[src/source/procCore_settings.svh]
`ifndef PROCCORE_SETTINGS_SVH
`define PROCCORE_SETTINGS_SVH

// datapath and instruction word width
`define DATA_W 16

// general purpose registers, indexed by 3 instruction bits
`define REG_N 8

// program store, addressed by the 8 bit pc
`define IMEM_DEPTH 256

// data RAM, addressed by the low byte of rs
`define DMEM_DEPTH 256

`endif
[src/source/ctrlPkg.sv]
package ctrlPkg;

  // one state per stage plus idle and halt
  typedef enum logic [2:0] {
    stIdle      = 3'd0,
    stFetch     = 3'd1,
    stDecode    = 3'd2,
    stExecute   = 3'd3,
    stMemory    = 3'd4,
    stWriteBack = 3'd5,
    stHalt      = 3'd6
  } stateT;

  // source of the register file write data
  typedef enum logic {
    wbAlu = 1'b0,
    wbMem = 1'b1
  } wbSelT;

endpackage

[src/source/isaPkg.sv]
`include "procCore_settings.svh"

package isaPkg;

  typedef logic [`DATA_W-1:0] wordT;  // data or instruction word
  typedef logic [2:0] regIdxT;        // r0..r7

  // condition codes, zero in the msb
  typedef struct packed {
    logic zero;
    logic negative;
    logic carry;
  } flagsT;

  // instr[15:11], codes above opHlt decode as nop
  typedef enum logic [4:0] {
    opNop  = 5'd0,
    opMov  = 5'd1,   // rd = rs
    opAdd  = 5'd2,   // rd = rs + rt
    opSub  = 5'd3,   // rd = rs - rt
    opAnd  = 5'd4,
    opOr   = 5'd5,
    opNot  = 5'd6,   // rd = ~rs
    opShl  = 5'd7,   // rd = rs << 1
    opShr  = 5'd8,   // rd = rs >> 1
    opLdi  = 5'd9,   // rd = sext(imm8)
    opAddi = 5'd10,  // rd = rd + sext(imm8)
    opLd   = 5'd11,  // rd = mem[rs]
    opSt   = 5'd12,  // mem[rs] = rd
    opOut  = 5'd13,  // port = rs
    opHlt  = 5'd14
  } opcodeT;

endpackage

[src/source/regDecode.sv]
`timescale 1ns/1ps
`include "procCore_settings.svh"

module regDecode
(
  input  logic            clk,
  input  logic            rst,
  input  isaPkg::wordT    instr,
  input  logic            wbEn,      // register write strobe
  input  isaPkg::regIdxT  wbAddr,
  input  isaPkg::wordT    wbData,
  output isaPkg::opcodeT  opcode,
  output isaPkg::wordT    opA,
  output isaPkg::wordT    opB,
  output isaPkg::wordT    imm,
  output isaPkg::regIdxT  rdAddr,
  output logic            regWrite,
  output logic            memRead,
  output logic            memWrite,
  output logic            useImm,
  output logic            isOut,
  output logic            isHalt,
  output ctrlPkg::wbSelT  wbSel
);

  isaPkg::wordT   regFile [`REG_N];
  logic [4:0]     rawOp;
  isaPkg::regIdxT rsAddr;
  isaPkg::regIdxT rtAddr;
  isaPkg::regIdxT aIdx;  // read port a address
  isaPkg::regIdxT bIdx;  // read port b address

  // instruction fields
  assign rawOp  = instr[15:11];
  assign rdAddr = instr[10:8];
  assign rsAddr = instr[7:5];
  assign rtAddr = instr[4:2];
  assign imm    = {{(`DATA_W-8){instr[7]}}, instr[7:0]};  // sign extended

  // unused codes fall back to nop
  assign opcode = (rawOp > 5'(isaPkg::opHlt)) ? isaPkg::opNop : isaPkg::opcodeT'(rawOp);

  // addi reads rd on both ports, st reads rd as store data
  assign aIdx = (opcode == isaPkg::opAddi) ? rdAddr : rsAddr;
  assign bIdx = (opcode == isaPkg::opAddi || opcode == isaPkg::opSt) ? rdAddr : rtAddr;
  assign opA  = regFile[aIdx];
  assign opB  = regFile[bIdx];

  // control per opcode
  always_comb
  begin
    regWrite = 1'b0;
    memRead  = 1'b0;
    memWrite = 1'b0;
    useImm   = 1'b0;
    isOut    = 1'b0;
    isHalt   = 1'b0;
    wbSel    = ctrlPkg::wbAlu;
    case (opcode)
      isaPkg::opMov, isaPkg::opAdd, isaPkg::opSub, isaPkg::opAnd,
      isaPkg::opOr, isaPkg::opNot, isaPkg::opShl, isaPkg::opShr:
        regWrite = 1'b1;
      isaPkg::opLdi, isaPkg::opAddi:
      begin
        regWrite = 1'b1;
        useImm   = 1'b1;  // second operand from imm8
      end
      isaPkg::opLd:
      begin
        regWrite = 1'b1;
        memRead  = 1'b1;
        wbSel    = ctrlPkg::wbMem;
      end
      isaPkg::opSt:  memWrite = 1'b1;
      isaPkg::opOut: isOut    = 1'b1;
      isaPkg::opHlt: isHalt   = 1'b1;
      default: ;  // nop
    endcase
  end

  // register file, one synchronous write port
  always_ff @(posedge clk or posedge rst)
  begin
    if (rst)
    begin
      for (int i = 0; i < `REG_N; i++)
        regFile[i] <= '0;
    end
    else if (wbEn)
      regFile[wbAddr] <= wbData;
  end

endmodule

[config.mk]
export PLATFORM = sky130hd
export DESIGN_NAME = regDecode
export DESIGN_NICKNAME = d
export VERILOG_FILES = /design/src/source/ctrlPkg.sv /design/src/source/isaPkg.sv /design/src/source/regDecode.sv
export VERILOG_INCLUDE_DIRS = /design/src /design/src/source
export SDC_FILE = /design/constraint.sdc
export NUM_CORES = 1
export LEC_CHECK = 0
export ABC_AREA = 1
export BUFFER_PORTS_ARGS = -buffer_cell sky130_fd_sc_hd__buf_4
export CAP_MARGIN = 20
export CORE_UTILIZATION = 35
export DETAILED_ROUTE_END_ITERATION = 8
export PLACE_DENSITY = 0.63
export SLEW_MARGIN = 25
export SYNTH_ARGS = -nofsm -noshare
export SYNTH_HDL_FRONTEND = slang
export SYNTH_SLANG_ARGS = --single-unit
[constraint.sdc]
create_clock -name clk -period 9.6 [get_ports clk]
set_input_delay 0.48 -clock clk [delete_from_list [all_inputs] [get_ports clk]]
set_output_delay 0.48 -clock clk [all_outputs]
set_load 0.01 [all_outputs]
Word level (Yosys, flattened, before mapping):

Index checks and enable logic that the tools add are counted.

* register bits after elaboration: 128
* latch bits: 0
* RAM bits: 0
* memory bits (read-only): 0
* input bits: 38
* output and inout port bits: 63
* word-level logic and storage cells: 52
* memories kept: 0

* add/subtract/negate cells: 0
* multiply operators: 0
* divide/modulo/power cells: 0
* magnitude comparators: 5
* eq/ne operators: 14
* shifts and indexed selects: 0
* mux-type cells: 18
* bitwise gates (word level): 3
* reduce and logical (&&, ||, !) cells: 4

Operators by type and width (number)
* $bwmux W128: 1
* $bmux W16 S3: 2
* $mux W16: 5
* $demux W16 S3: 1
* $eq A5 B4 Y1 const B: 7
* $eq A5 B3 Y1 const B: 4
* $ge A4 B4 Y1 const B: 3
* $not A3 Y4: 3
* $reduce_or A11 Y1: 1
* $eq A5 B2 Y1 const B: 2
* $mux W1: 6
* $mux W3: 2
* $eq A5 B1 Y1 const B: 1
* $gt A5 B4 Y1 const B: 1
* $mux W5: 1
* $lt A4 B1 Y1 const B: 1
* $reduce_or A2 Y1: 1
* $logic_and A1 B1 Y1: 1
* $logic_or A1 B1 Y1: 1

Logic depth before layout (Yosys ltp):

* depth after elaboration: 9
* gate-level depth with buffers: 16
* depth with buffers taken out: 14

Least setup slack after synthesis:

OpenSTA, ideal clock, no wires.

* path type: input port to output port
* start point: input port instr[12]
* end point: output port opB[11]
* arrival: 1.873 ns
* path slack: 7.247 ns
* stages on the path: 16
* path through: buf_4 > nand2_2 > inv_2 > nand2_1 > nand3_2 > nor2_2 > nand2_2 > nand2_4 > nand2_2 > nand2_1 > buf_2 > nand2_1 > nand3_1 > nand2_1 > nand2_1 > nand2_1

* word-level cells in the longest chain between the ends: 9
* elaborated cells on any way between the ends: 10
* classes of those cells: order compare (1); eq/ne (2); mux (5); bitwise (1); reduce/logical (1)

RTL lines
* from (decl): RTL line regDecode.sv:8 `input isaPkg::wordT instr,`
* $gt A5 B4 Y1: RTL line regDecode.sv:41 `assign opcode = (rawOp > 5'(isaPkg::opHlt)) ? isaPkg::opNop : isaPkg::opcodeT'(rawOp);`
* $mux W5 *: RTL line regDecode.sv:41
* $eq A5 B4 Y1: RTL line regDecode.sv:45 `assign bIdx = (opcode == isaPkg::opAddi || opcode == isaPkg::opSt) ? rdAddr : rtAddr;`
* $logic_or A1 B1 Y1 *: RTL line regDecode.sv:45
* $mux W3 *: RTL line regDecode.sv:45
* $not A3 Y4 (not written as such) *: RTL line regDecode.sv:47 `assign opB = regFile[bIdx];`
* $bmux W16 S3 *: RTL line regDecode.sv:47
* $mux W16 (not written as such) * (2 in a row): RTL line regDecode.sv:47
* to (decl): RTL line regDecode.sv:14 `output isaPkg::wordT opB,`

Mark *: on every way between the ends. The rest lies on a longest branch, timed or not. The select of a mux whose other input is x is not followed.

Worst setup path after layout:

* start point: input port instr[12]
* end point: output port opB[7]

The elaborated chain is that of the path after synthesis.

==> run_results.csv <==
group,metric,value,unit
critical_path,slowest_delay,660,ps
critical_path,path_class,"in2out",
logic_synthesis,ys_ff_latch,128,
sta,setup_violations,0,
power,leakage,5.28,nW
grt,grt_max_degree,74,
logic_synthesis,yosys.area.top_type,"dfrtp_1",
power,p_clk_frac,0.367,
logic_synthesis,ys_top_cells_by_area,"dfrtp_1, nand2_1, nand3_1",
logic_synthesis,synth_top_family_by_area,"simple AND/OR/NAND/NOR gates",
cells_and_area,antennaDiodeCount,0,
logic_synthesis,synthMuxAreaShare,0,
sta,finalHoldViolCount,0,
sta,fin_crit,3690,ps
cells_and_area,fill_cells,2382,
sta,skew,0,ps
sta,max_freq,271,MHz
run,max-cap-violations,0,
clock_network,path_clk_slew,70,ps
critical_path,critPathRequiredTime,9120,ps
critical_path,cp-startpoint,"instr[12]",
logic_synthesis,syn-num-nets,1289,
placement,place_ws,5950,ps
grt,track_usage,0.226,
sta,slew_headroom,0.405,
die,io_pins,101,
logic_synthesis,yosys.area_share.xor_xnor,0,
logic_synthesis,synth_area,8130,µm²
grt,grt_pass1_wl,41.9,mm
clock_network,cts_resized,0,
sta,final_max_slew_viol_count,0,
route,avgViaCountPerCell,5.14,
sta,worst_pin_slew,889,ps
placement,routabilityCongestion,0.850,
sta,grt_setup_unrepaired,"false",
die,core_area,22700,µm²
power,powerDensity,198,nW/µm²
cells_and_area,largest-register,"regFile",
clock_network,numCtsBuffers,17,
critical_path,crit_arrival,3210,ps
clock_network,post_cts_buffers,0,
clock_network,cts-root-buf,"clkbuf_16",
power,p_seq_frac,0.368,
logic_synthesis,synth-compound-area-share,0.0864,
power,vdd_drop_max,0.0944,mV
route,drc,0,
logic_synthesis,ys.warnings.count,0,
route,final_antenna_net_count,0,
clock_network,holdBufCountCts,0,
placement,port_buffers,95,
route,post_drt_wl_per_cell,16.3,µm
sta,fin_crit_sh,0.384,
logic_synthesis,synthSimpleGateAreaFrac,0.373,
power,intPower,1.24,mW
clock_network,cts_tree,"yes",
cells_and_area,area_delta_synth_final,16.7,%
critical_path,critPathSlowestCell,"nand2_2",
critical_path,reg2reg_from,"regFile[13]$_DFFE_PP0P_",
grt,grt_pass1_vias,7779,
placement,hpwlAfterDp,15.5,mm
die,die_w,154,µm
die,start_util,0.358,
power,pwr-share-comb,0.264,
clock_network,cts_max_level,4,
critical_path,cp-end-kind,"output pin",
cells_and_area,largest_register_ffs,128,
logic_synthesis,synth_fa_ha_area_frac,0,
die,row_count,55,
die,dieArea,23800,µm²
cells_and_area,largestRegisters,"regFile: 128 flops",
logic_synthesis,synth_top_area_share,0.394,
sta,final.setup.worst_slack,5910,ps
critical_path,path_max_fanout,33,
clock_network,clk_latency,430,ps
hold_path,worstHoldPathType,"in2async",
power,switching_share,0.339,
cells_and_area,layout_commonest_cell,"nand2_1",
sta,setup_tns,0,ps
cells_and_area,nets,1329,
logic_synthesis,syn_area_per_cell,6.50,µm²
route,dr.first_iter.drc_count,772,
critical_path,startpoint_type,"input port",
clock_network,cts_buffer_depth,2,
grt,antenna_found_initial,0,
grt,grt_overflow_total,0,
clock_network,cts_sinks,128,
power,p_sw,637,µW
cells_and_area,final_layout_size_suffix_gt1_frac,0.133,
die,die_y,154,µm
logic_synthesis,ys_seq_area_frac,0.394,
power,power,1.88,mW
run_status,outcome,"completed",
logic_synthesis,syn_inst,1251,
cells_and_area,mostFrequentLayoutCells,"nand2_1, nand3_1, inv_1, o21ai_0, dfrtp_1",
route,vias,8173,
logic_synthesis,ys_types,26,
route,drt_first_pass_iters,6,
route,routed_wl,25.8,mm
critical_path,path_cells,"buf_4, nand2_2, nor2_2, nor2_4, o21ai_2, nand2_2, nand2_4, nand2_2, nand2_2, nand2_1, nand3_1, nand2_1, nand2_1, nand2_1, buf_4",
-- synth_stat cells --
library cell	number
a21oi_1	1
inv_2	4
nor3_1	2
nand3_1	212
nand4_4	1
inv_1	168
nor3_2	1
nand2_1	482
buf_6	3
nand4_1	1
o21ai_2	5
conb_1	1
buf_4	34
nor2_4	1
dfrtp_1	128
nand2_4	1
nand3_2	1
nor4_1	1
clkbuf_1	33
nor2_1	9
o21ai_0	128
nor2_2	2
nand2_2	5
buf_2	25
o31ai_1	1
o21ai_1	1
-- path summary, 6_finish.rpt --
kind                       slack [ps]  depth (start not counted)                       to
max reg2reg                      8910                          2  regFile[13]$_DFFE_PP0P_
min                                20                          2  regFile[60]$_DFFE_PP0P_
min reg2reg                       480                          2  regFile[68]$_DFFE_PP0P_
max                              5910                         15                   opB[7]
min in group clk                  260                          3   regFile[5]$_DFFE_PP0P_
max in group asynchronous        8520                          3  regFile[90]$_DFFE_PP0P_
-- kinds of logic (layout without fill, tap and decap cells) --
| family | count (synthesis) | in the layout |
|---|---|---|
| flip-flops | 128 | 128 |
| AND/OR/NAND/NOR | 719 | 719 |
| other | 1 | 1 |
| buffers and inverters | 267 | 320 |
| AO/OA/AOI/OAI | 136 | 136 |
-- through the flow --
step	utilization	area, µm²	std cells	hold WS [ps]
2_1_floorplan	-	8130	1251	453
3_3_place_gp	0.389	8830	1556	466
3_5_place_dp	0.389	8830	1556	473
4_1_cts	0.416	9450	1588	249
5_1_grt	0.418	9480	1589	29.4
6_report	0.418	9480	1589	16.7
-- cell type report --
class | count | area (µm²) | share of cell area
Tap cell | 285 | 357 | 0.0376
Multi-Input combinational cell | 856 | 3760 | 0.397
Sequential cell | 128 | 3200 | 0.338
Inverter | 172 | 648 | 0.0684
Clock buffer | 17 | 425 | 0.0449
Timing Repair Buffer | 116 | 891 | 0.0940
Clock inverter | 15 | 196 | 0.0207
-- routing by layer --
metal	vias up	GRT usage	share of wire
met5	-	0	0
met4	0	0.0806	0.019
met3	32	0.0370	0.085
met2	388	0.369	0.45
met1	3799	0.301	0.45
li1	3954	-	-
-- worst max-delay path, delay by kind of cell --
family	cells	cell delay [ps]
and+or+nand+nor	12	2340
buffers and inverters	2	280
AOI/OAI and AO/OA	1	80
-- power by group through the flow --
stage                     sequential [mW]  clock (mW)  combinational [mW]
after floorplan                     0.687           0               0.347
after global placement              0.697           0               0.486
after detailed placement            0.699           0               0.492
after CTS                           0.690       0.697               0.494
after global routing                0.704       0.720               0.568
final                               0.692       0.690               0.497
(Power assumes the default switching activity.)
