File: src/source/ctrlPkg.sv
package ctrlPkg;

  // one state per stage plus idle and halt
  typedef enum logic [2:0] {
    stIdle      = 3'd0,
    stFetch     = 3'd1,
    stDecode    = 3'd2,
    stExecute   = 3'd3,
    stMemory    = 3'd4,
    stWriteBack = 3'd5,
    stHalt      = 3'd6
  } stateT;

  // source of the register file write data
  typedef enum logic {
    wbAlu = 1'b0,
    wbMem = 1'b1
  } wbSelT;

endpackage

File: src/source/controlFsm.sv
`timescale 1ns/1ps

module controlFsm
(
  input  logic           clk,
  input  logic           rst,
  input  logic           start,
  input  logic           isHalt,   // from decode
  output ctrlPkg::stateT state,
  output logic           fetchEn,
  output logic           decodeEn,
  output logic           execEn,
  output logic           memEn,
  output logic           wbEn,
  output logic           pcClear,
  output logic           busy,
  output logic           halted
);

  ctrlPkg::stateT nextState;
  logic           haltSeen;  // current instruction is a halt
  logic           stopped;   // idle or halted

  assign stopped = (state == ctrlPkg::stIdle) || (state == ctrlPkg::stHalt);

  always_ff @(posedge clk or posedge rst)
  begin
    if (rst)
      state <= ctrlPkg::stIdle;
    else
      state <= nextState;
  end

  // captured while the instruction is in decode
  always_ff @(posedge clk or posedge rst)
  begin
    if (rst)
      haltSeen <= 1'b0;
    else if (decodeEn)
      haltSeen <= isHalt;
  end

  always_comb
  begin
    nextState = state;
    case (state)
      ctrlPkg::stIdle, ctrlPkg::stHalt:
        if (start)
          nextState = ctrlPkg::stFetch;  // start ignored while busy
      ctrlPkg::stFetch:     nextState = ctrlPkg::stDecode;
      ctrlPkg::stDecode:    nextState = ctrlPkg::stExecute;
      ctrlPkg::stExecute:   nextState = ctrlPkg::stMemory;
      ctrlPkg::stMemory:    nextState = ctrlPkg::stWriteBack;
      ctrlPkg::stWriteBack:
        nextState = haltSeen ? ctrlPkg::stHalt : ctrlPkg::stFetch;
      default: nextState = ctrlPkg::stIdle;
    endcase
  end

  // one strobe per stage state
  assign fetchEn  = (state == ctrlPkg::stFetch);
  assign decodeEn = (state == ctrlPkg::stDecode);
  assign execEn   = (state == ctrlPkg::stExecute);
  assign memEn    = (state == ctrlPkg::stMemory);
  assign wbEn     = (state == ctrlPkg::stWriteBack);

  assign pcClear = start && stopped;  // new run starts at address 0
  assign busy    = !stopped;
  assign halted  = (state == ctrlPkg::stHalt);

endmodule

File: config.mk
export PLATFORM = sky130hd
export DESIGN_NAME = controlFsm
export DESIGN_NICKNAME = d
export VERILOG_FILES = /design/src/source/ctrlPkg.sv /design/src/source/controlFsm.sv
export SDC_FILE = /design/constraint.sdc
export NUM_CORES = 1
export LEC_CHECK = 0
export ABC_AREA = 1
export BUFFER_PORTS_ARGS = -buffer_cell sky130_fd_sc_hd__clkbuf_2
export CAP_MARGIN = 40
export CORE_AREA = 2 2 39 41
export DETAILED_ROUTE_END_ITERATION = 16
export DIE_AREA = 0 0 41 43
export SYNTH_ARGS = -nofsm -noshare
export SYNTH_HDL_FRONTEND = slang
export SYNTH_SLANG_ARGS = --single-unit
File: constraint.sdc
create_clock -name clk -period 2.78 [get_ports clk]
set_clock_uncertainty 0.05 [all_clocks]
set_input_delay 0.278 -clock clk [delete_from_list [all_inputs] [get_ports clk]]
set_output_delay 0.278 -clock clk [all_outputs]
set_load 0.01 [all_outputs]
# Word level (Yosys, flattened, before mapping)
# Cells that the tools add are included.
# op_classes
n_reduce_logical	5
eq_ne	7
muxes	3
# ops
cell	n
3-bit case mux with 6 select lines	1
3-bit == test (second input constant)	3
3-bit by 2-bit == test with 1-bit output (second input constant)	2
3-bit two-way mux	2
3-bit by 1-bit == test with 1-bit output (second input constant)	1
3-bit zero test	1
2-bit inequality test (second input constant)	1
2-bit OR reduction	1
1-bit logical AND	1
1-bit zero test	1
1-bit logical OR	1
# word_totals
register_bits	4
out_inout_bits	11
inputBits	4
word_cells	17

# Logic depth before layout (Yosys ltp)
# Gate-level depths: netlist of the first run.
# logic_depth
word_depth	3
ltp_mapped	6
depth_no_buf	6

# Least setup slack after synthesis of the first run
# No wires, ideal clock.
# synth_path
path_kind	register to output
start	register state[1]
end	output port pcClear
required_ns	2.452
n_path_buf	0
path_slack_ns	1.485
arrival_ns	0.967
stages_incl_launch_ff	6
path_cell_list	dfrtp_1 -> nor2_1 -> nand2_1 -> nand2_1 -> inv_1 -> nor2_1
# synth_between
elab_chain_cells	3
word_cells_on_any_way	4
classes_between	eq/ne: 1; reduce/logical: 3
# synth_rtl
item	line	text
start, declared	controlFsm.sv:9	output ctrlPkg::stateT state,
start signal, assigned	controlFsm.sv:29	state <= ctrlPkg::stIdle;
start signal, assigned	controlFsm.sv:31	state <= nextState;
3-bit == test / 3-bit zero test (equally long branches)	controlFsm.sv:24	assign stopped = (state == ctrlPkg::stIdle) || (state == ctrlPkg::stHalt);
1-bit logical OR *	controlFsm.sv:24	
1-bit logical AND *	controlFsm.sv:67	assign pcClear = start && stopped;
end, declared	controlFsm.sv:15	output logic pcClear,
# Every way passes the cells marked *; elsewhere a longest branch is shown, timed or not.

# Final worst setup path of the first run
# Same ends and word-level chain as after synthesis.

==> results.md, run 1 <==
- The global routing stage identified its most utilized layer as met2.
- Global routing finished with a remaining overflow of 0.
- The global routing usage on met3 is 0.0314.
- The clock buffer count from CTS is 3.
- After detailed routing, the number of remaining DRC violations is 0.
- The number of search-and-repair iterations in the first detailed-routing pass is 2.
- Of all cell types, the one taking the most synthesized area is dfrtp_1.
- Summed over all layers, the routed wires come to between 500 and 600 um.
- The final period demand of the worst path is around 1.6 ns.
- The worst setup path is launched from a register.
- The final layout contains 61 nets.
- The count of nets left with antenna violations once routing finished came out at 0.
- For this run, global-route usage on met2 was measured as 0.0938.
- Setup violations remaining at the end of the flow were counted as 0.
- Max-cap violations in this run came to 0.
- The floorplan die width is a little over 40 um.
- The via count of the first global-routing pass is 223.
- Entering global routing, the biggest net connects 8 pins.
- The share of the Yosys chip area taken by registers is 0.408.
- The number of distinct standard cells referenced by the synthesized netlist is 9.
- The routed layout has about 290 vias.
- In this run the cell area measured after placement is between 300 and 400 um^2.
- The arrival time of data at the critical path endpoint is around 1.2 ns.
- Sorting the synthesized cells by area gives the leading types as dfrtp_1 41%, inv_1 17%, nand2_1 14%, nand4_1 10%, nand3_1 6.1%.
- The critical path in this run is classified as reg2out.
- The type of destination of the critical path is a primary output.
- The mean post-synth cell area is ~6.6 um^2.
- The fraction of layout instances using a drive strength above 1 is 0.345.
- Measured against its own limit, the worst slew margin works out to 0.852.
- The first routing iteration left 5 violations.
- The flow ran to the end, and the final reports show no timing, DRC or antenna violations.
- The area share of the largest cell type after synthesis is 0.408.
- The post-synthesis sequential element count is 4.
- The global-route wire length before repair is roughly 780 um.
- The clock drives 4 sinks.
- The routed wire length per instance is about 7.5 um.
- The per-cell via count in the routed design is slightly above 4.
- The area of the mapped netlist is 245 um^2.
- The die is 43 um tall.
- The cell chosen for the clock root is clkbuf_4.
- At the pin with the least slew margin, the transition time is between 0.2 and 0.25 ns.
- For this design the static power due to leakage is between 0.2 and 0.3 nW.
- Along the worst path, the maximum fanout reaches 7.
- The final number of max-transition violations was 0.
- No sink is reached through more buffers than the 2 on the longest clock path.
- The layout has 170 filler cells.
- The final-report hold violation count was 0.
- The area growth from synthesis to layout is 50.0%.
- The final worst-path cycle share is 0.560.
- The initial core utilization is 0.177.
- Setup repair after global routing left no endpoint under its margin.
- Synthesis handed over a netlist of 37 instances.
- The number of antenna violations at the first check in global routing is 0.
- The clock tree from TritonCTS is built.
- In the global route stage, overall resource usage came out at 0.0685.
- The peak supply drop is 276 uV.
- The global routing usage on met1 is 0.0747.
- In this run the post-CTS setup repair buffer count came out at 0.
- In this run the count of I/O pins placed on the die edge is 15.
- The final HPWL from detailed placement is roughly 470 um.
- The total of warnings raised by yosys is 0.
- The count of buffers added on input and output ports is 14.
- The area of the placeable core is 1380 um^2.
- CTS built an H-tree with a depth of 1.
- For the worst setup path, the data required time is ~2.5 ns.
- Dividing total power by cell area gives a power density of 1150 nW/um^2.
- The sum of negative setup slack is 0 ns.
- Derived from the worst setup path, the maximum achievable clock frequency is ~0.64 GHz.
- The clock latency at the later pin of the worst-skew pair is 0.23 ns.
- The total number of placement rows is 14.
- The die covers 1760 um^2.
- After routing the design area is approximately 370 um^2.
- 0 antenna diodes ended up in the layout.
- Synthesis produced a netlist with a net count of between 40 and 50.
- The routability congestion estimate from global placement is between 0.7 and 0.8.
- The tightest min-delay check is of the in2reg type.
- After clock tree synthesis, the repair step resized 0 gates.
- The clock transition at the registers of the reported paths is around 0.04 ns.
[kinds of logic (layout without fill, tap and decap cells)]
group / after synthesis / after routing / synth area share
buffers and inverters: 12 / 30 / 0.184
flip-flops: 4 / 4 / 0.408
AO/OA/AOI/OAI: 1 / 1 / 0.0204
AND/OR/NAND/NOR: 20 / 20 / 0.388
[cell usage in the layout (no fill, tap or decap), drive strengths merged]
cell type	netlist	routed
clkbuf	0	17
inv	12	12
nand2	9	9
nand4	4	4
dfrtp	4	4
nand3	4	4
nor2	3	3
o21ai	1	1
dlygate4sd3	0	1
[Yosys cell counts]
master	count
nand4_1	4
o21ai_0	1
nor2_1	3
nand2_1	9
inv_2	1
inv_1	11
dfrtp_1	4
nand3_2	1
nand3_1	3
[metrics by stage]
step / setup WS (ns) / power (mW) / utilization / hold WS, ns / cells
floorplan: 1.48 / 0.268 / - / -0.00592 / 37
global placement: 1.46 / 0.357 / 0.242 / 0.0948 / 67
detailed placement: 1.46 / 0.360 / 0.242 / 0.0965 / 67
CTS: 1.21 / 0.435 / 0.266 / 0.193 / 71
global route: 1.11 / 0.473 / 0.266 / 0.203 / 71
finish: 1.22 / 0.425 / 0.266 / 0.198 / 71
[where the power goes]
group | switching (mW) | internal [mW] | leakage [nW]
Combinational | 0.137 | 0.0889 | 0.188
Clock | 0.0210 | 0.0481 | 0.0138
Sequential | 0.0420 | 0.0876 | 0.0492
[worst max-delay path, cell delays in order, from the launching register on]
cell and delay [ns]:
dfrtp_1 0.44, nor2_1 0.16, nand2_1 0.06, nand2_1 0.07, inv_1 0.05, nor2_1 0.08, clkbuf_2 0.13
[what timing repair did]
| item | CTS | global route |
|---|---|---|
| hold buffers | 1 | 0 |
| hold endpoints to repair | 4 | 0 |
| endpoints found under the setup margin | 0 | 0 |
[layer usage]
| metal | routed length [um] | vias up |
|---|---|---|
| met2 | 283 | 7 |
| met1 | 208 | 128 |
| met4 | 0 | 0 |
| li1 | - | 153 |
| met5 | 0 | - |
| met3 | 40 | 0 |
[registers in the layout (all words and copies together), names as in the netlist]
| name | flops |
|---|---|
| haltSeen | 1 |
| state | 3 |
[path summary, 6_finish.rpt]
kind	startpoint	end	slack, ns	cells past startpoint
setup / recovery	state[1]	pcClear	1.22	6
hold / removal	isHalt	haltSeen	0.20	3
setup reg to reg	state[1]	state[0]	1.73	6
hold reg to reg	haltSeen	haltSeen	0.46	2
max in group asynchronous	rst	state[2]	2.13	3
min in group asynchronous	rst	state[1]	0.40	3
[final cells by class]
class                   count  area, um^2  share of cell area
flip-flops and latches      4         100               0.272
multi-input cells          21         100               0.272
repair buffers             15        80.1               0.218
inverters                  12        45.0               0.122
clock buffers               3        22.5              0.0612
well taps                  16        20.0              0.0544
Note: power is estimated with default switching activity, not from simulation.
==> run 2: changes to the inputs <==
==> constraint.sdc (replaced) <==
create_clock -name clk -period 1.5 [get_ports clk]
set_clock_uncertainty 0.05 [all_clocks]
set_input_delay 0.15 -clock clk [delete_from_list [all_inputs] [get_ports clk]]
set_output_delay 0.15 -clock clk [all_outputs]
set_load 0.01 [all_outputs]
==> results.md, run 2 (same netlist as run 1, synthesis figures left out) <==
- The run finished with clean final reports.
- The final number of max-transition violations is 0 (unchanged).
- Setup repair after global routing left no endpoint under its margin.
- The floorplan die area is 1760 um^2 (unchanged).
- The area of the placeable core is 1380 um^2 (unchanged).
- The slowest stage of the critical path belongs to the cell dfrtp_2.
- The max-slew headroom at the worst pin is 0.842 (-0.0100).
- Traced cell by cell, the critical path runs through nor2_2, nand2_1, nand2_1, inv_1, nor2_1, clkbuf_2.
- Dividing the final minimum period by the clock period gives 0.939.
- The I/O pin total is 15 (unchanged).
- The leakage power total is 0.253 nW (+0.90%).
- The number of sinks on the clock net is 4 (unchanged).
- The wire length after detailed routing is 558 um (+4.9%).
- The hold-critical path depth is 3 (unchanged).
- The number of nets in the layout came to 62 (+1.6%).
- The largest net degree at the start of global routing was 8 (unchanged).
- The total inserted antenna cells was 0 (unchanged).
- The number of gates on the worst path with buffers counted is 6 (unchanged).
- STA classifies the critical path endpoint as a primary output.
- Broken down by cell family, the worst path's largest delay share belongs to flip-flops.
- The initial core utilization is 0.177 (unchanged).
- The critical path's largest stage delay came to 0.44 ns (about the same).
- The highest attainable clock frequency is approximately 0.7 GHz.
- The power per standard cell area is 2170 nW/um^2 (+88%).
- The global-route wire length before repair is 772 um (-0.90%).
- The total chip power came to 0.827 mW (+95%).
- The utilization of the core after routing is 0.275 (+0.00904).
- The clock transition at the registers of the reported paths is 0.03 ns (about the same).
- The clock tree from TritonCTS is built.
- The data required time of the worst path came to 1.30 ns (-1.15 ns).
- The library cell used most frequently in the layout, excluding fill and tap cells, is clkbuf_2.
- The total track usage is 0.0676 (-0.000871).
- The routability congestion estimate from global placement came to 0.693 (-2.9%).
- The sum of negative setup slack is 0 ns (unchanged).
- The per-cell via count in the routed design is 4.04 (-0.36%).
- The depth of the worst register-to-register path is 6 (unchanged).
- The floorplan die width is 41 um (unchanged).
- The worst hold path belongs to the class in2reg.
- The cell chosen for the clock root is clkbuf_4.
- The setup slack on the worst flop-to-flop path came to 0.49 ns (-1.24 ns).
- The maximum clock path buffer count came to 2 (unchanged).
- The maximum fanout along the worst path is 7 (unchanged).
- The number of antenna violations at the first check in global routing is 0 (unchanged).
- In this run the critical register-to-register path is captured at state[0].
- The largest registers in the layout are state x3, haltSeen x1.
- The total number of placement rows is 14 (unchanged).
- The number of vias in the routed layout is 291 (+1.0%).
- The final period demand of the worst path is 1.41 ns.
- The remaining antenna violation count is 0 (unchanged).
- The clock buffer count from CTS was 3 (unchanged).
- The via count of the first global-routing pass is 237 (+6.3%).
- The final-report hold violation count is 0 (unchanged).
- The count of max-cap constraint violations came to 0 (unchanged).
- The fraction of layout instances using a drive strength above 1 is 0.429 (+0.0831).
- The launch point of the worst path is state[1].
- Ranked by flip-flop count, first place goes to state.
- In this run the critical register-to-register path is launched from state[1].
- The number of buffer and inverter stages on the critical path is 2 (unchanged).
- The arrival time of data at the critical path endpoint came to 1.21 ns (-0.02 ns).
- The number of flip-flops under the largest register name is 3 (unchanged).
- The peak supply drop was 650 uV (+140%).
- The final HPWL from detailed placement is 458 um (-2.4%).
- The routed wire length per instance is 7.75 um (+3.4%).
- The remaining global-route overflow came to 0 (unchanged).
- The worst setup path is launched from a register.
- Compared with the post-synthesis result, the final layout area differs by 55.1%.
- The height of the die came to 43 um (unchanged).
- The number of search-and-repair iterations in the first detailed-routing pass is 4 (+2).
- By startpoint and endpoint, the worst setup path is classified as reg2out.
- The worst hold path terminates at haltSeen.
- The worst-margin pin slew was 0.238 ns (+0.0151 ns).
- The residual DRC count is 0 (unchanged).
- The H-tree depth is 1 (unchanged).
- The clock latency at the later pin of the worst-skew pair is 0.23 ns (about the same).
- In this design, the critical path's most frequently occurring cell is nand2_1.
- The number of input and output port buffers inserted is 14 (unchanged).
- The final-report setup violation count was 0 (unchanged).
- Leaving out fill and tap cells, the most frequent cells in the layout are 14 x clkbuf_2, 10 x inv_1, 9 x nand2_1.
- In this run the most critical hold path is launched from isHalt.
- The violation count after the first detailed-route iteration came to 6 (+1).
[run 2: changes by cell type in the layout (fill, tap and decap cells not counted), sizes merged]
cell / delta
buf: +1
[run 2: final cells by class]
class                   instances  area, um^2
fillers                       166        1000
flip-flops and latches          4         103
multi-input cells              21         103
repair buffers                 16        87.6
inverters                      12        45.0
clock buffers                   3        22.5
well taps                      16        20.0
[run 2: worst max path at each step]
| stage | to | slack (ns) |
|---|---|---|
| 2_1_floorplan | pcClear | 0.33 |
| 3_5_place_dp | pcClear | 0.30 |
| 3_3_place_gp | pcClear | 0.32 |
| 6_report | pcClear | 0.09 |
| 4_1_cts | pcClear | 0.05 |
| 5_1_grt | pcClear | 0.001 |
[run 2: per-stage QoR]
step | setup slack [ns] | std cells | instance area, um^2 | hold slack [ns]
after detailed placement | 0.301 | 67 | 335 | -0.0318
after CTS | 0.0475 | 71 | 368 | 0.0667
final | 0.0922 | 72 | 380 | 0.0704
after global placement | 0.320 | 67 | 335 | -0.0319
after global routing | 0.00131 | 72 | 380 | 0.0846
after floorplan | 0.333 | 37 | 245 | -0.134
[run 2: routing by layer]
| layer | up-vias | track usage | routed length [um] |
|---|---|---|---|
| met5 | - | 0 | 0 |
| met4 | 0 | 0.0400 | 0 |
| met3 | 0 | 0.0471 | 40 |
| met2 | 7 | 0.106 | 293 |
| met1 | 133 | 0.0588 | 224 |
| li1 | 151 | - | - |
[run 2: repair_timing]
action	4_1_cts	5_1_grt
setup endpoints to repair	0	1
hold buffers	1	0
resized for setup	0	4
hold endpoints to repair	4	0
buffers inserted	0	1
[run 2: where the power goes]
part,switching [mW],total [mW],internal [mW]
Clock,0.0385,0.128,0.0891
Combinational,0.260,0.445,0.185
Sequential,0.0861,0.254,0.168
Total,0.384,0.827,0.442
[run 2: worst register-to-register path: cells and delay by family, from the launching register on]
family	cells	cell delay (ns)
flip-flops	1	0.44
AND/OR/NAND/NOR	5	0.38
buffers and inverters	1	0.04
