<file path="config.mk">
export PLATFORM = sky130hd
export DESIGN_NAME = aluExecute
export DESIGN_NICKNAME = d
export VERILOG_FILES = /design/src/source/isaPkg.sv /design/src/source/aluExecute.sv
export VERILOG_INCLUDE_DIRS = /design/src /design/src/source
export SDC_FILE = /design/constraint.sdc
export NUM_CORES = 1
export LEC_CHECK = 0
export BUFFER_PORTS_ARGS = -buffer_cell sky130_fd_sc_hd__clkbuf_2
export CAP_MARGIN = 10
export CORE_ASPECT_RATIO = 0.9
export CORE_MARGIN = 2
export CORE_UTILIZATION = 40
export CTS_CLUSTER_DIAMETER = 150
export DETAILED_ROUTE_END_ITERATION = 10
export MAX_ROUTING_LAYER = met4
export PLACE_DENSITY = 0.58
export SETUP_SLACK_MARGIN = 0.1
export SKIP_CTS_REPAIR_TIMING = 1
export SLEW_MARGIN = 20
export SYNTH_ARGS = -nofsm -noshare
export SYNTH_HDL_FRONTEND = slang
export SYNTH_SLANG_ARGS = --single-unit
</file>
<file path="constraint.sdc">
create_clock -name clk -period 6 [get_ports clk]
set_input_delay 1.5 -clock clk [delete_from_list [all_inputs] [get_ports clk]]
set_output_delay 1.5 -clock clk [all_outputs]
set_load 0.03 [all_outputs]
</file>
<file path="src/source/procCore_settings.svh">
`ifndef PROCCORE_SETTINGS_SVH
`define PROCCORE_SETTINGS_SVH

// datapath and instruction word width
`define DATA_W 16

// general purpose registers, indexed by 3 instruction bits
`define REG_N 8

// program store, addressed by the 8 bit pc
`define IMEM_DEPTH 256

// data RAM, addressed by the low byte of rs
`define DMEM_DEPTH 256

`endif
</file>
<file path="src/source/isaPkg.sv">
`include "procCore_settings.svh"

package isaPkg;

  typedef logic [`DATA_W-1:0] wordT;  // data or instruction word
  typedef logic [2:0] regIdxT;        // r0..r7

  // condition codes, zero in the msb
  typedef struct packed {
    logic zero;
    logic negative;
    logic carry;
  } flagsT;

  // instr[15:11], codes above opHlt decode as nop
  typedef enum logic [4:0] {
    opNop  = 5'd0,
    opMov  = 5'd1,   // rd = rs
    opAdd  = 5'd2,   // rd = rs + rt
    opSub  = 5'd3,   // rd = rs - rt
    opAnd  = 5'd4,
    opOr   = 5'd5,
    opNot  = 5'd6,   // rd = ~rs
    opShl  = 5'd7,   // rd = rs << 1
    opShr  = 5'd8,   // rd = rs >> 1
    opLdi  = 5'd9,   // rd = sext(imm8)
    opAddi = 5'd10,  // rd = rd + sext(imm8)
    opLd   = 5'd11,  // rd = mem[rs]
    opSt   = 5'd12,  // mem[rs] = rd
    opOut  = 5'd13,  // port = rs
    opHlt  = 5'd14
  } opcodeT;

endpackage

</file>
<file path="src/source/aluExecute.sv">
`timescale 1ns/1ps
`include "procCore_settings.svh"

module aluExecute
(
  input  logic           clk,
  input  logic           rst,
  input  logic           execEn,
  input  isaPkg::opcodeT opcode,
  input  isaPkg::wordT   opA,
  input  isaPkg::wordT   opB,
  input  isaPkg::wordT   imm,
  input  logic           useImm,
  output isaPkg::wordT   aluOut,
  output isaPkg::flagsT  ccr
);

  isaPkg::wordT      opSrc;     // second operand
  logic [`DATA_W:0]  sum;       // extra bit holds carry or borrow
  logic              carryOut;
  logic              isAluOp;   // opcode updates the flags

  assign opSrc = useImm ? imm : opB;

  always_comb
  begin
    sum      = '0;
    carryOut = 1'b0;
    isAluOp  = 1'b1;
    aluOut   = opA;  // mov, ld, st and out pass rs
    case (opcode)
      isaPkg::opAdd, isaPkg::opAddi:
      begin
        sum      = {1'b0, opA} + {1'b0, opSrc};
        aluOut   = sum[`DATA_W-1:0];
        carryOut = sum[`DATA_W];
      end
      isaPkg::opSub:
      begin
        sum      = {1'b0, opA} - {1'b0, opSrc};
        aluOut   = sum[`DATA_W-1:0];
        carryOut = sum[`DATA_W];  // borrow
      end
      isaPkg::opAnd: aluOut = opA & opSrc;
      isaPkg::opOr:  aluOut = opA | opSrc;
      isaPkg::opNot: aluOut = ~opA;
      isaPkg::opShl:
      begin
        aluOut   = {opA[`DATA_W-2:0], 1'b0};
        carryOut = opA[`DATA_W-1];  // bit shifted out
      end
      isaPkg::opShr:
      begin
        aluOut   = {1'b0, opA[`DATA_W-1:1]};
        carryOut = opA[0];
      end
      isaPkg::opLdi:
      begin
        aluOut  = opSrc;
        isAluOp = 1'b0;
      end
      default: isAluOp = 1'b0;
    endcase
  end

  // flags held until the next alu opcode, logic ops clear carry
  always_ff @(posedge clk or posedge rst)
  begin
    if (rst)
      ccr <= '0;
    else if (execEn && isAluOp)
    begin
      ccr.zero     <= (aluOut == '0);
      ccr.negative <= aluOut[`DATA_W-1];
      ccr.carry    <= carryOut;
    end
  end

endmodule

</file>
# Word-level counts from Yosys, hierarchy flattened
# Cells that the tools add are included.
# word_totals
ff_bits	3
latchBits	0
ramBits	0
romBits	0
out_inout_bits	19
word_cells	25
memories	0
# classes
n_addsub	2
multipliers	0
div	0
order_cmp	0
n_eq_ne	9
n_shift	0
mux	4
n_bitwise	3
n_reduce_logical	4
# op_table
cell	n
16-bit case mux with 8 select lines	1
5-bit by 3-bit == test with 1-bit output, second input constant	4
16-bit by 16-bit adder with 17-bit output	1
16-bit by 16-bit subtractor with 17-bit output	1
16-bit bitwise AND	1
16-bit logical NOT	1
16-bit two-way mux	1
16-bit NOT	1
16-bit bitwise OR	1
5-bit by 4-bit == test with 1-bit output, second input constant	3
5-bit by 2-bit == test with 1-bit output, second input constant	2
8-bit OR reduction	1
1-bit case mux with 4 select lines	1
2-bit OR reduction	1
1-bit logical AND	1
1-bit two-way mux	1

# Logic depth before layout (Yosys ltp)
# Gate-level depths: netlist of the first run.
# logic_depth
ltp_word	4
depth_mapped	15
depth_no_buf	14

# Worst setup path before layout of the first run
# OpenSTA, ideal clock, no wires.
# synth_path
path_kind	input-to-output
start	in useImm
end	out aluOut[13]
arrival_time_ns	4.479
required_time_ns	4.500
path_slack_ns	0.021
stages	11
path_buffers	1
cell_sequence	buf_2 -> mux2_2 -> inv_1 -> ha_1 -> or2_1 -> a221oi_2 -> nor4_4 -> or4_1 -> o21ai_1 -> nand4_1 -> a32oi_1
# synth_between
elab_chain_len	3
elab_cells_between_ends	6
classes_between	add/sub: 2; mux: 2; bitwise: 2
# synth_lines
item	line	source
start, declared	aluExecute.sv:13	input logic useImm,
16-bit two-way mux *	aluExecute.sv:23	assign opSrc = useImm ? imm : opB;
16-bit by 16-bit subtractor with 17-bit output, or another cell as far along	aluExecute.sv:40	sum = {1'b0, opA} - {1'b0, opSrc};
16-bit case mux with 8 select lines *	aluExecute.sv:31	case (opcode)
end, declared	aluExecute.sv:14	output isaPkg::wordT aluOut,
# Mark *: on every way between the ends. The rest lies on a longest branch, timed or not.

# Worst setup path after layout of the first run
# layout_path
start	in useImm
end	out aluOut[15]
# Same word-level chain as after synthesis.

==> results of run 1 <==
final cells by class:
cell class	instances	area, um^2
inverter	53	198.9
timing repair buffer	126	783.3
clock buffer	4	45.04
sequential	3	75.07
tap	122	152.6
multi-input combinational	436	3417
fill	932	4370
placed cells by master (no fill, tap or decap), drive strengths merged, types with 8 or more instances in the layout:
master | Yosys | layout
a211oi | 13 | 13
a21o | 8 | 8
a21oi | 37 | 37
a221oi | 9 | 9
a22oi | 11 | 11
buf | 20 | 53
clkbuf | 12 | 77
ha | 54 | 54
inv | 53 | 53
mux2i | 17 | 17
nand2 | 28 | 28
nand2b | 12 | 12
nand3 | 11 | 11
nor2 | 44 | 44
nor2b | 8 | 8
nor3 | 16 | 16
nor4 | 8 | 8
o211ai | 8 | 8
o21ai | 31 | 31
o22ai | 9 | 9
layer usage:
metal  share of wire [%]  track usage, %  up-vias
met1                  45           42.14     2180
met4                 1.8           7.111        0
li1                    -               -     2160
met2                  44           47.26      217
met5                   0               -        -
met3                 8.6           2.666       23
path summary, 6_finish.rpt:
path | slack (ns) | endpoint | from
max | 0.15 | aluOut[15] | useImm
min | 0.50 | ccr[0] | ccr[0]
min reg2reg | 0.50 | ccr[0] | ccr[0]
min in group asynchronous | 1.12 | ccr[0] | rst
max reg2reg | 5.24 | ccr[1] | ccr[1]
max in group asynchronous | 4.74 | ccr[1] | rst
cell usage after synthesis (5+ instances only):
master / instances / share of area [%]
inv_1: 53 / 5.4
nand2_1: 28 / 2.8
nand4_1: 6 / 1.0
o211ai_1: 8 / 1.6
and3_1: 5 / 0.85
nor3_1: 15 / 2.0
clkbuf_1: 11 / 1.1
o2111ai_1: 6 / 1.4
o21ai_0: 29 / 3.9
a21o_1: 7 / 1.4
mux2i_1: 17 / 4.6
a211o_1: 6 / 1.4
nand3_1: 11 / 1.5
a22o_1: 5 / 1.2
nor2_1: 44 / 4.5
a22oi_1: 11 / 2.2
buf_2: 15 / 2.0
a211oi_1: 12 / 2.4
ha_1: 54 / 18
a21oi_1: 37 / 5.0
a221oi_1: 8 / 1.9
nor2b_1: 8 / 1.4
nor4_1: 5 / 0.85
nand2b_1: 12 / 2.0
mux2_2: 5 / 1.5
o22ai_1: 9 / 1.5
critical path, cell delays in order:
cell and delay (ns):
clkbuf_4 0.16, mux2_2 0.37, inv_1 0.09, ha_1 0.24, or2_1 0.29, a221oi_4 0.35
nor4_4 0.07, or4_4 0.53, o21ai_4 0.17, and3_1 0.16, o21ai_0 0.10, nand2_1 0.12
clkbuf_4 0.19
per-stage QoR:
| step | setup slack, ns | hold WS [ns] | TNS (ns) |
|---|---|---|---|
| final | 0.1547 | 0.4992 | 0 |
| after global routing | 0.03042 | 0.5320 | 0 |
| after CTS | -0.01747 | 0.5096 | -0.01747 |
| after detailed placement | -0.004521 | 0.5020 | -0.004521 |
| after global placement | 0.07031 | 0.5010 | 0 |
| after floorplan | 0.2021 | 0.6492 | 0 |
where the power goes:
group	internal [mW]	switching, mW
logic	0.190	0.290
clock network	0.0454	0.0142
registers	0.0233	0.00165
logic make-up after synthesis:
family | after synthesis
AO/OA/AOI/OAI | 190
AND/OR/NAND/NOR | 165
buffers and inverters | 85
adder cells (fa/ha/maj) | 56
multiplexers | 22
XOR/XNOR | 3
flip-flops | 3
==> out/metrics.csv, run 1 <==
metric,value,unit
post-route-util,51.67,%
ir_worst_vdd,55.07,uV
seq_area_frac_synth,2.033,%
cts_root_buf,clkbuf_8,
cp-end-kind,output pin,
drt-total-wl,15180,um
r2r_cells,1,
status,"finished, final reports clean",
start_kind,input port,
grt-ovfl-total,0,
dieArea,0.01002,mm^2
synth_compound_area_share,37.64,%
power,0.5646,mW
hold_class,register to register,
rsz0062_at_grt,true,
num_rows,33,
cp_max_fo,5,
dpl_cell_area,0.004446,mm^2
synth_area_per_cell,7.049,um^2
instances_no_fill,744,
grt.total_usage,30.19,%
yosysUniqueCellTypes,75,
initial_core_util,40.85,%
synth_top_flop_cell,dfrtp_1,
tritoncts,done,
synth_top_family_by_area,compound AO/OA/AOI/OAI gates,
cp.required,4.50,ns
maxSlewViolCount,0,
insertion_delay,0.22,ns
grt_max_degree,18,
synth_xor_area_share,0.7114,%
cts_buffers,3,
synth-edff-count,0,
post-route-period-util,97.42,%
dieHeight,95.16,um
fin_area,0.004672,mm^2
num-nets-final,736,
clockBufferDepth,2,
slew_headroom,58.03,%
ant_nets,0,
synthToLayoutAreaGrowth,26.49,%
cap_violations,0,
p_per_area,120.8,mW/mm^2
vias_per_cell,6.156,
core-area,0.009042,mm^2
max_freq,171.1,MHz
place.detailed.hpwl,11890,um
reg.largest.list,ccr (3),
grt_pass1_vias,4245,
synth_seq_cells,3,
postSynthCellCount,524,
synth_area,0.003694,mm^2
yosys.area_share.simple,24.32,%
worst_slew_pin_slew,0.6276,ns
setup_viol,0,
whs_path_depth,2,
antenna_found_initial,0,
dr.pass1.iters,5,
drive_above_1_share,28.46,%
regMostFlops,ccr,
die_w,105.3,um
synthesis.nets,637,
htree_levels,1,
p_leak,2.151,nW
synth_mux_area_share,6.131,%
criticalPathCategory,input port to output pin,
fin_crit,5.845,ns
num_vias,4580,
skew,0,ns
finalWeightedCongestion,1.004,
drtIter0Drc,420,
remaining_drc_errors,0,
detail_route.wl_per_cell,20.40,um
grt_pass1_wl,23290,um
synth_fa_ha_area_share,19.38,%
clk_pin_slew,0.03,ns
postSynth.asyncResetShare,100.0,%
clock_sinks,3,
numPlacedInstances,737,
largest_reg_flops,3,
final_hold_viol_count,0,
yosys_warnings,0,
pin_count,76,
diodes,0,
worst_ep_arrival_time,4.35,ns
io_buffers,75,
Power figures use the tool's default switching activity.
==> run 2: changes to the inputs <==
CORE_UTILIZATION = 55   (was 40)
PLACE_DENSITY = 0.77   (was 0.58)
==> run 2 against run 1 <==
  * Hold slack lost 0.019 ns
  * Clock-buffer cell count stayed put
  * Wire length is 5.6% lower
  * Maximum frequency rose by 0.29%
  * Sequential power barely moved
  * Via count grew 1.9%
  * Register-to-register slack is essentially flat
  * Die area is 26% lower
  * Combinational power barely moved
  * Power down 0.42%
  * Clock skew did not move
  * Setup slack improved by 0.017 ns
==> out/metrics.csv, run 2 (synthesized netlist as in run 1, its figures left out) <==
metric,value,unit
p_per_area,122.7,mW/mm^2
grt.total_usage,38.24,%
worst_ep_arrival_time,4.33,ns
insertion_delay,0.22,ns
drive_above_1_share,27.95,%
grt-ovfl-total,0,
antenna_found_initial,0,
grt_pass1_wl,21740,um
power,0.5622,mW
cts_root_buf,clkbuf_8,
fin_crit,5.828,ns
fin_area,0.004581,mm^2
dr.pass1.iters,5,
criticalPathCategory,input port to output pin,
maxSlewViolCount,0,
place.detailed.hpwl,11110,um
num-nets-final,733,
vias_per_cell,6.583,
skew,0,ns
grt_pass1_vias,4244,
rsz0062_at_grt,true,
drtIter0Drc,466,
core-area,0.006551,mm^2
tns,0,ns
rrSetupSlack,5.24,ns
dieArea,0.007388,mm^2
tritoncts,done,
cp-end-kind,output pin,
hold_class,register to register,
remaining_drc_errors,0,
p_leak,2.126,nW
slew_headroom,55.48,%
grt_max_degree,20,
largest_reg_flops,3,
worst_slew_pin_slew,0.6617,ns
cp.required,4.50,ns
post-route-period-util,97.14,%
synthToLayoutAreaGrowth,24.02,%
initial_core_util,56.38,%
status,"finished, final reports clean",
reg.largest.list,ccr (3),
mostFrequentLayoutCells,"71 x clkbuf_2, 53 x inv_1, 51 x ha_1",
dieHeight,81.75,um
clock_sinks,3,
clk_pin_slew,0.03,ns
dpl_cell_area,0.004363,mm^2
htree_levels,1,
detail_route.wl_per_cell,20.21,um
clockBufferDepth,2,
io_buffers,75,
final_common_cell,clkbuf_2,
final_hold_viol_count,0,
diodes,0,
setup_viol,0,
start_kind,input port,
post-route-util,69.92,%
regMostFlops,ccr,
num_rows,28,
ir_worst_vdd,75.01,uV
drt-total-wl,14330,um
die_w,90.38,um
cap_violations,0,
pin_count,76,
max_freq,171.6,MHz
num_vias,4667,
finalWeightedCongestion,1.024,
cts_buffers,3,
ant_nets,0,
cp_max_fo,5,
==> run 2: layout make-up <==
type / instances / area (um^2)
Multi-Input combinational cell: 436 / 3396
Inverter: 53 / 198.9
Fill cell: 578 / 1971
Tap cell: 90 / 112.6
Clock buffer: 4 / 45.04
Timing Repair Buffer: 123 / 753.2
Sequential cell: 3 / 75.07
==> run 2: critical path: stages <==
cell and delay, ns:
clkbuf_4 0.17, mux2_2 0.38, inv_1 0.09, ha_1 0.26
or2_4 0.28, a221oi_4 0.34, nor4_4 0.06, or4_4 0.53
o21ai_4 0.16, and3_1 0.17, o21ai_0 0.10, nand2_1 0.12
buf_4 0.17
==> run 2: worst paths after layout <==
check / from / to / depth (start not counted)
hold / removal: ccr[2] / ccr[2] / 2
setup / recovery: useImm / aluOut[15] / 13
max in group asynchronous: rst / ccr[0] / 2
hold reg to reg: ccr[2] / ccr[2] / 2
min in group asynchronous: rst / ccr[2] / 2
setup reg to reg: ccr[1] / ccr[1] / 1
==> run 2: metrics by stage <==
step,hold WS [ns],setup slack [ns],instances
after CTS,0.4824,-0.01362,704
after floorplan,0.6492,0.2021,524
after detailed placement,0.4755,-0.01348,700
after global placement,0.4907,0.06088,700
final,0.4802,0.1717,709
after global routing,0.5227,0.05384,709
==> run 2: power breakdown <==
| part | total, mW | internal, mW | switching (mW) |
|---|---|---|---|
| logic | 0.477 | 0.189 | 0.288 |
| registers | 0.0250 | 0.0233 | 0.00173 |
| clock network | 0.0598 | 0.0454 | 0.0144 |
==> run 2: layer usage <==
layer	part of all wire [%]	vias up	track usage (%)
li1	-	2153	-
met1	42	2162	50.41
met2	43	293	61.95
met3	11	59	4.037
met4	4.1	0	12.92
met5	0	-	-
==> run 3: changes to the inputs <==
BUFFER_PORTS_ARGS = -buffer_cell sky130_fd_sc_hd__buf_2   (was -buffer_cell sky130_fd_sc_hd__clkbuf_2)
==> run 3 against run 2 <==
  * Critical path depth unchanged
  * Power decreased by 0.96%
  * Cell area decreased by 0.27%
  * Register-to-register slack improved by 0.02 ns
  * Wire length decreased by 0.20%
  * Highest routed layer unchanged
==> out/metrics.csv, run 3 (synthesized netlist as in run 1, its figures left out) <==
metric,value,unit
initial_core_util,56.38,%
cap_violations,0,
p_leak,2.086,nW
grt.total_usage,37.86,%
grt_max_degree,20,
cts_root_buf,clkbuf_8,
mostFrequentLayoutCells,"70 x buf_2, 52 x inv_1, 51 x ha_1",
cp_max_fo,5,
core-area,0.006551,mm^2
place.detailed.hpwl,10990,um
r2r_start,ccr[1],
dieHeight,81.75,um
ant_nets,0,
p_per_area,121.9,mW/mm^2
numPlacedInstances,697,
hold_class,register to register,
fillers,591,
crit_start,useImm,
use_met3,4.220,%
dpl_cell_area,0.004340,mm^2
dr.pass1.iters,4,
use_met2,61.28,%
worst_ep_arrival_time,4.34,ns
clk_pin_slew,0.03,ns
start_kind,input port,
detail_route.wl_per_cell,20.31,um
setup_viol,0,
io_buffers,75,
diodes,0,
clock_sinks,3,
final_hold_viol_count,0,
num_vias,4647,
vias_per_cell,6.601,
grt_pass1_wl,21690,um
largest_reg_flops,3,
num_rows,28,
final_common_cell,buf_2,
antenna_found_initial,0,
finalWeightedCongestion,0.9599,
instances_no_fill,704,
drt-total-wl,14300,um
busiest_layer,met2,
cts_buffers,3,
drtIter0Drc,437,
rsz0062_at_grt,true,
pin_count,76,
regMostFlops,ccr,
cp-end-kind,output pin,
reg.largest.list,ccr (3),
cp.required,4.50,ns
drive_above_1_share,27.52,%
insertion_delay,0.22,ns
dieArea,0.007388,mm^2
seq_area,75.07,um^2
fin_area,0.004568,mm^2
num-nets-final,728,
post-route-period-util,97.38,%
max_freq,171.1,MHz
tritoncts,done,
grt-ovfl-total,0,
criticalPathCategory,input port to output pin,
ir_worst_vdd,76.64,uV
fin_crit,5.843,ns
remaining_drc_errors,0,
slew_headroom,60.48,%
skew,0,ns
htree_levels,1,
die_w,90.38,um
maxSlewViolCount,0,
tns,0,ns
hold_start,ccr[0],
status,"finished, final reports clean",
synthToLayoutAreaGrowth,23.68,%
grt_pass1_vias,4244,
clockBufferDepth,2,
worst_slew_pin_slew,0.5846,ns
use_met1,49.21,%
power,0.5568,mW
multi_input_area,0.003411,mm^2
==> run 3: layout make-up <==
cell class	count	share of cell area [%]
Timing Repair Buffer	118	15.89
Sequential cell	3	1.643
Multi-Input combinational cell	436	74.66
Inverter	53	4.355
Clock buffer	4	0.9860
Tap cell	90	2.465
==> run 3: power breakdown <==
part           switching, mW  internal, mW
Sequential           0.00129        0.0233
Combinational          0.286         0.185
Clock                 0.0157        0.0455
==> run 3: through the flow <==
stage	setup slack, ns	hold WS [ns]	util [%]
2_1_floorplan	0.2021	0.6492	-
3_3_place_gp	0.09482	0.4761	66.25
3_5_place_dp	-0.03142	0.4930	66.25
4_1_cts	-0.02919	0.5010	66.94
5_1_grt	0.05725	0.5228	69.73
6_report	0.1570	0.4913	69.73
==> run 3: critical path, stage by stage <==
cell	delay, ns
clkbuf_4	0.16
mux2_2	0.38
inv_2	0.08
ha_1	0.25
or2_4	0.28
a221oi_4	0.33
nor4_4	0.06
buf_4	0.15
nor4_4	0.37
buf_4	0.18
o211ai_1	0.09
o32a_1	0.32
clkbuf_4	0.19
==> run 3: path summary, 6_finish.rpt <==
kind | slack, ns | end | depth (start not counted)
worst max-delay path | 0.16 | aluOut[9] | 13
worst min register to register | 0.49 | ccr[0] | 2
worst max register to register | 5.26 | ccr[1] | 1
worst min-delay path | 0.49 | ccr[0] | 2
max in group asynchronous | 4.74 | ccr[1] | 2
min in group asynchronous | 1.13 | ccr[0] | 2
==> run 3: metal layers <==
metal	vias up	part of all wire (%)
li1	2142	-
met1	2160	42
met2	301	44
met3	44	10
met4	0	3.3
met5	-	0
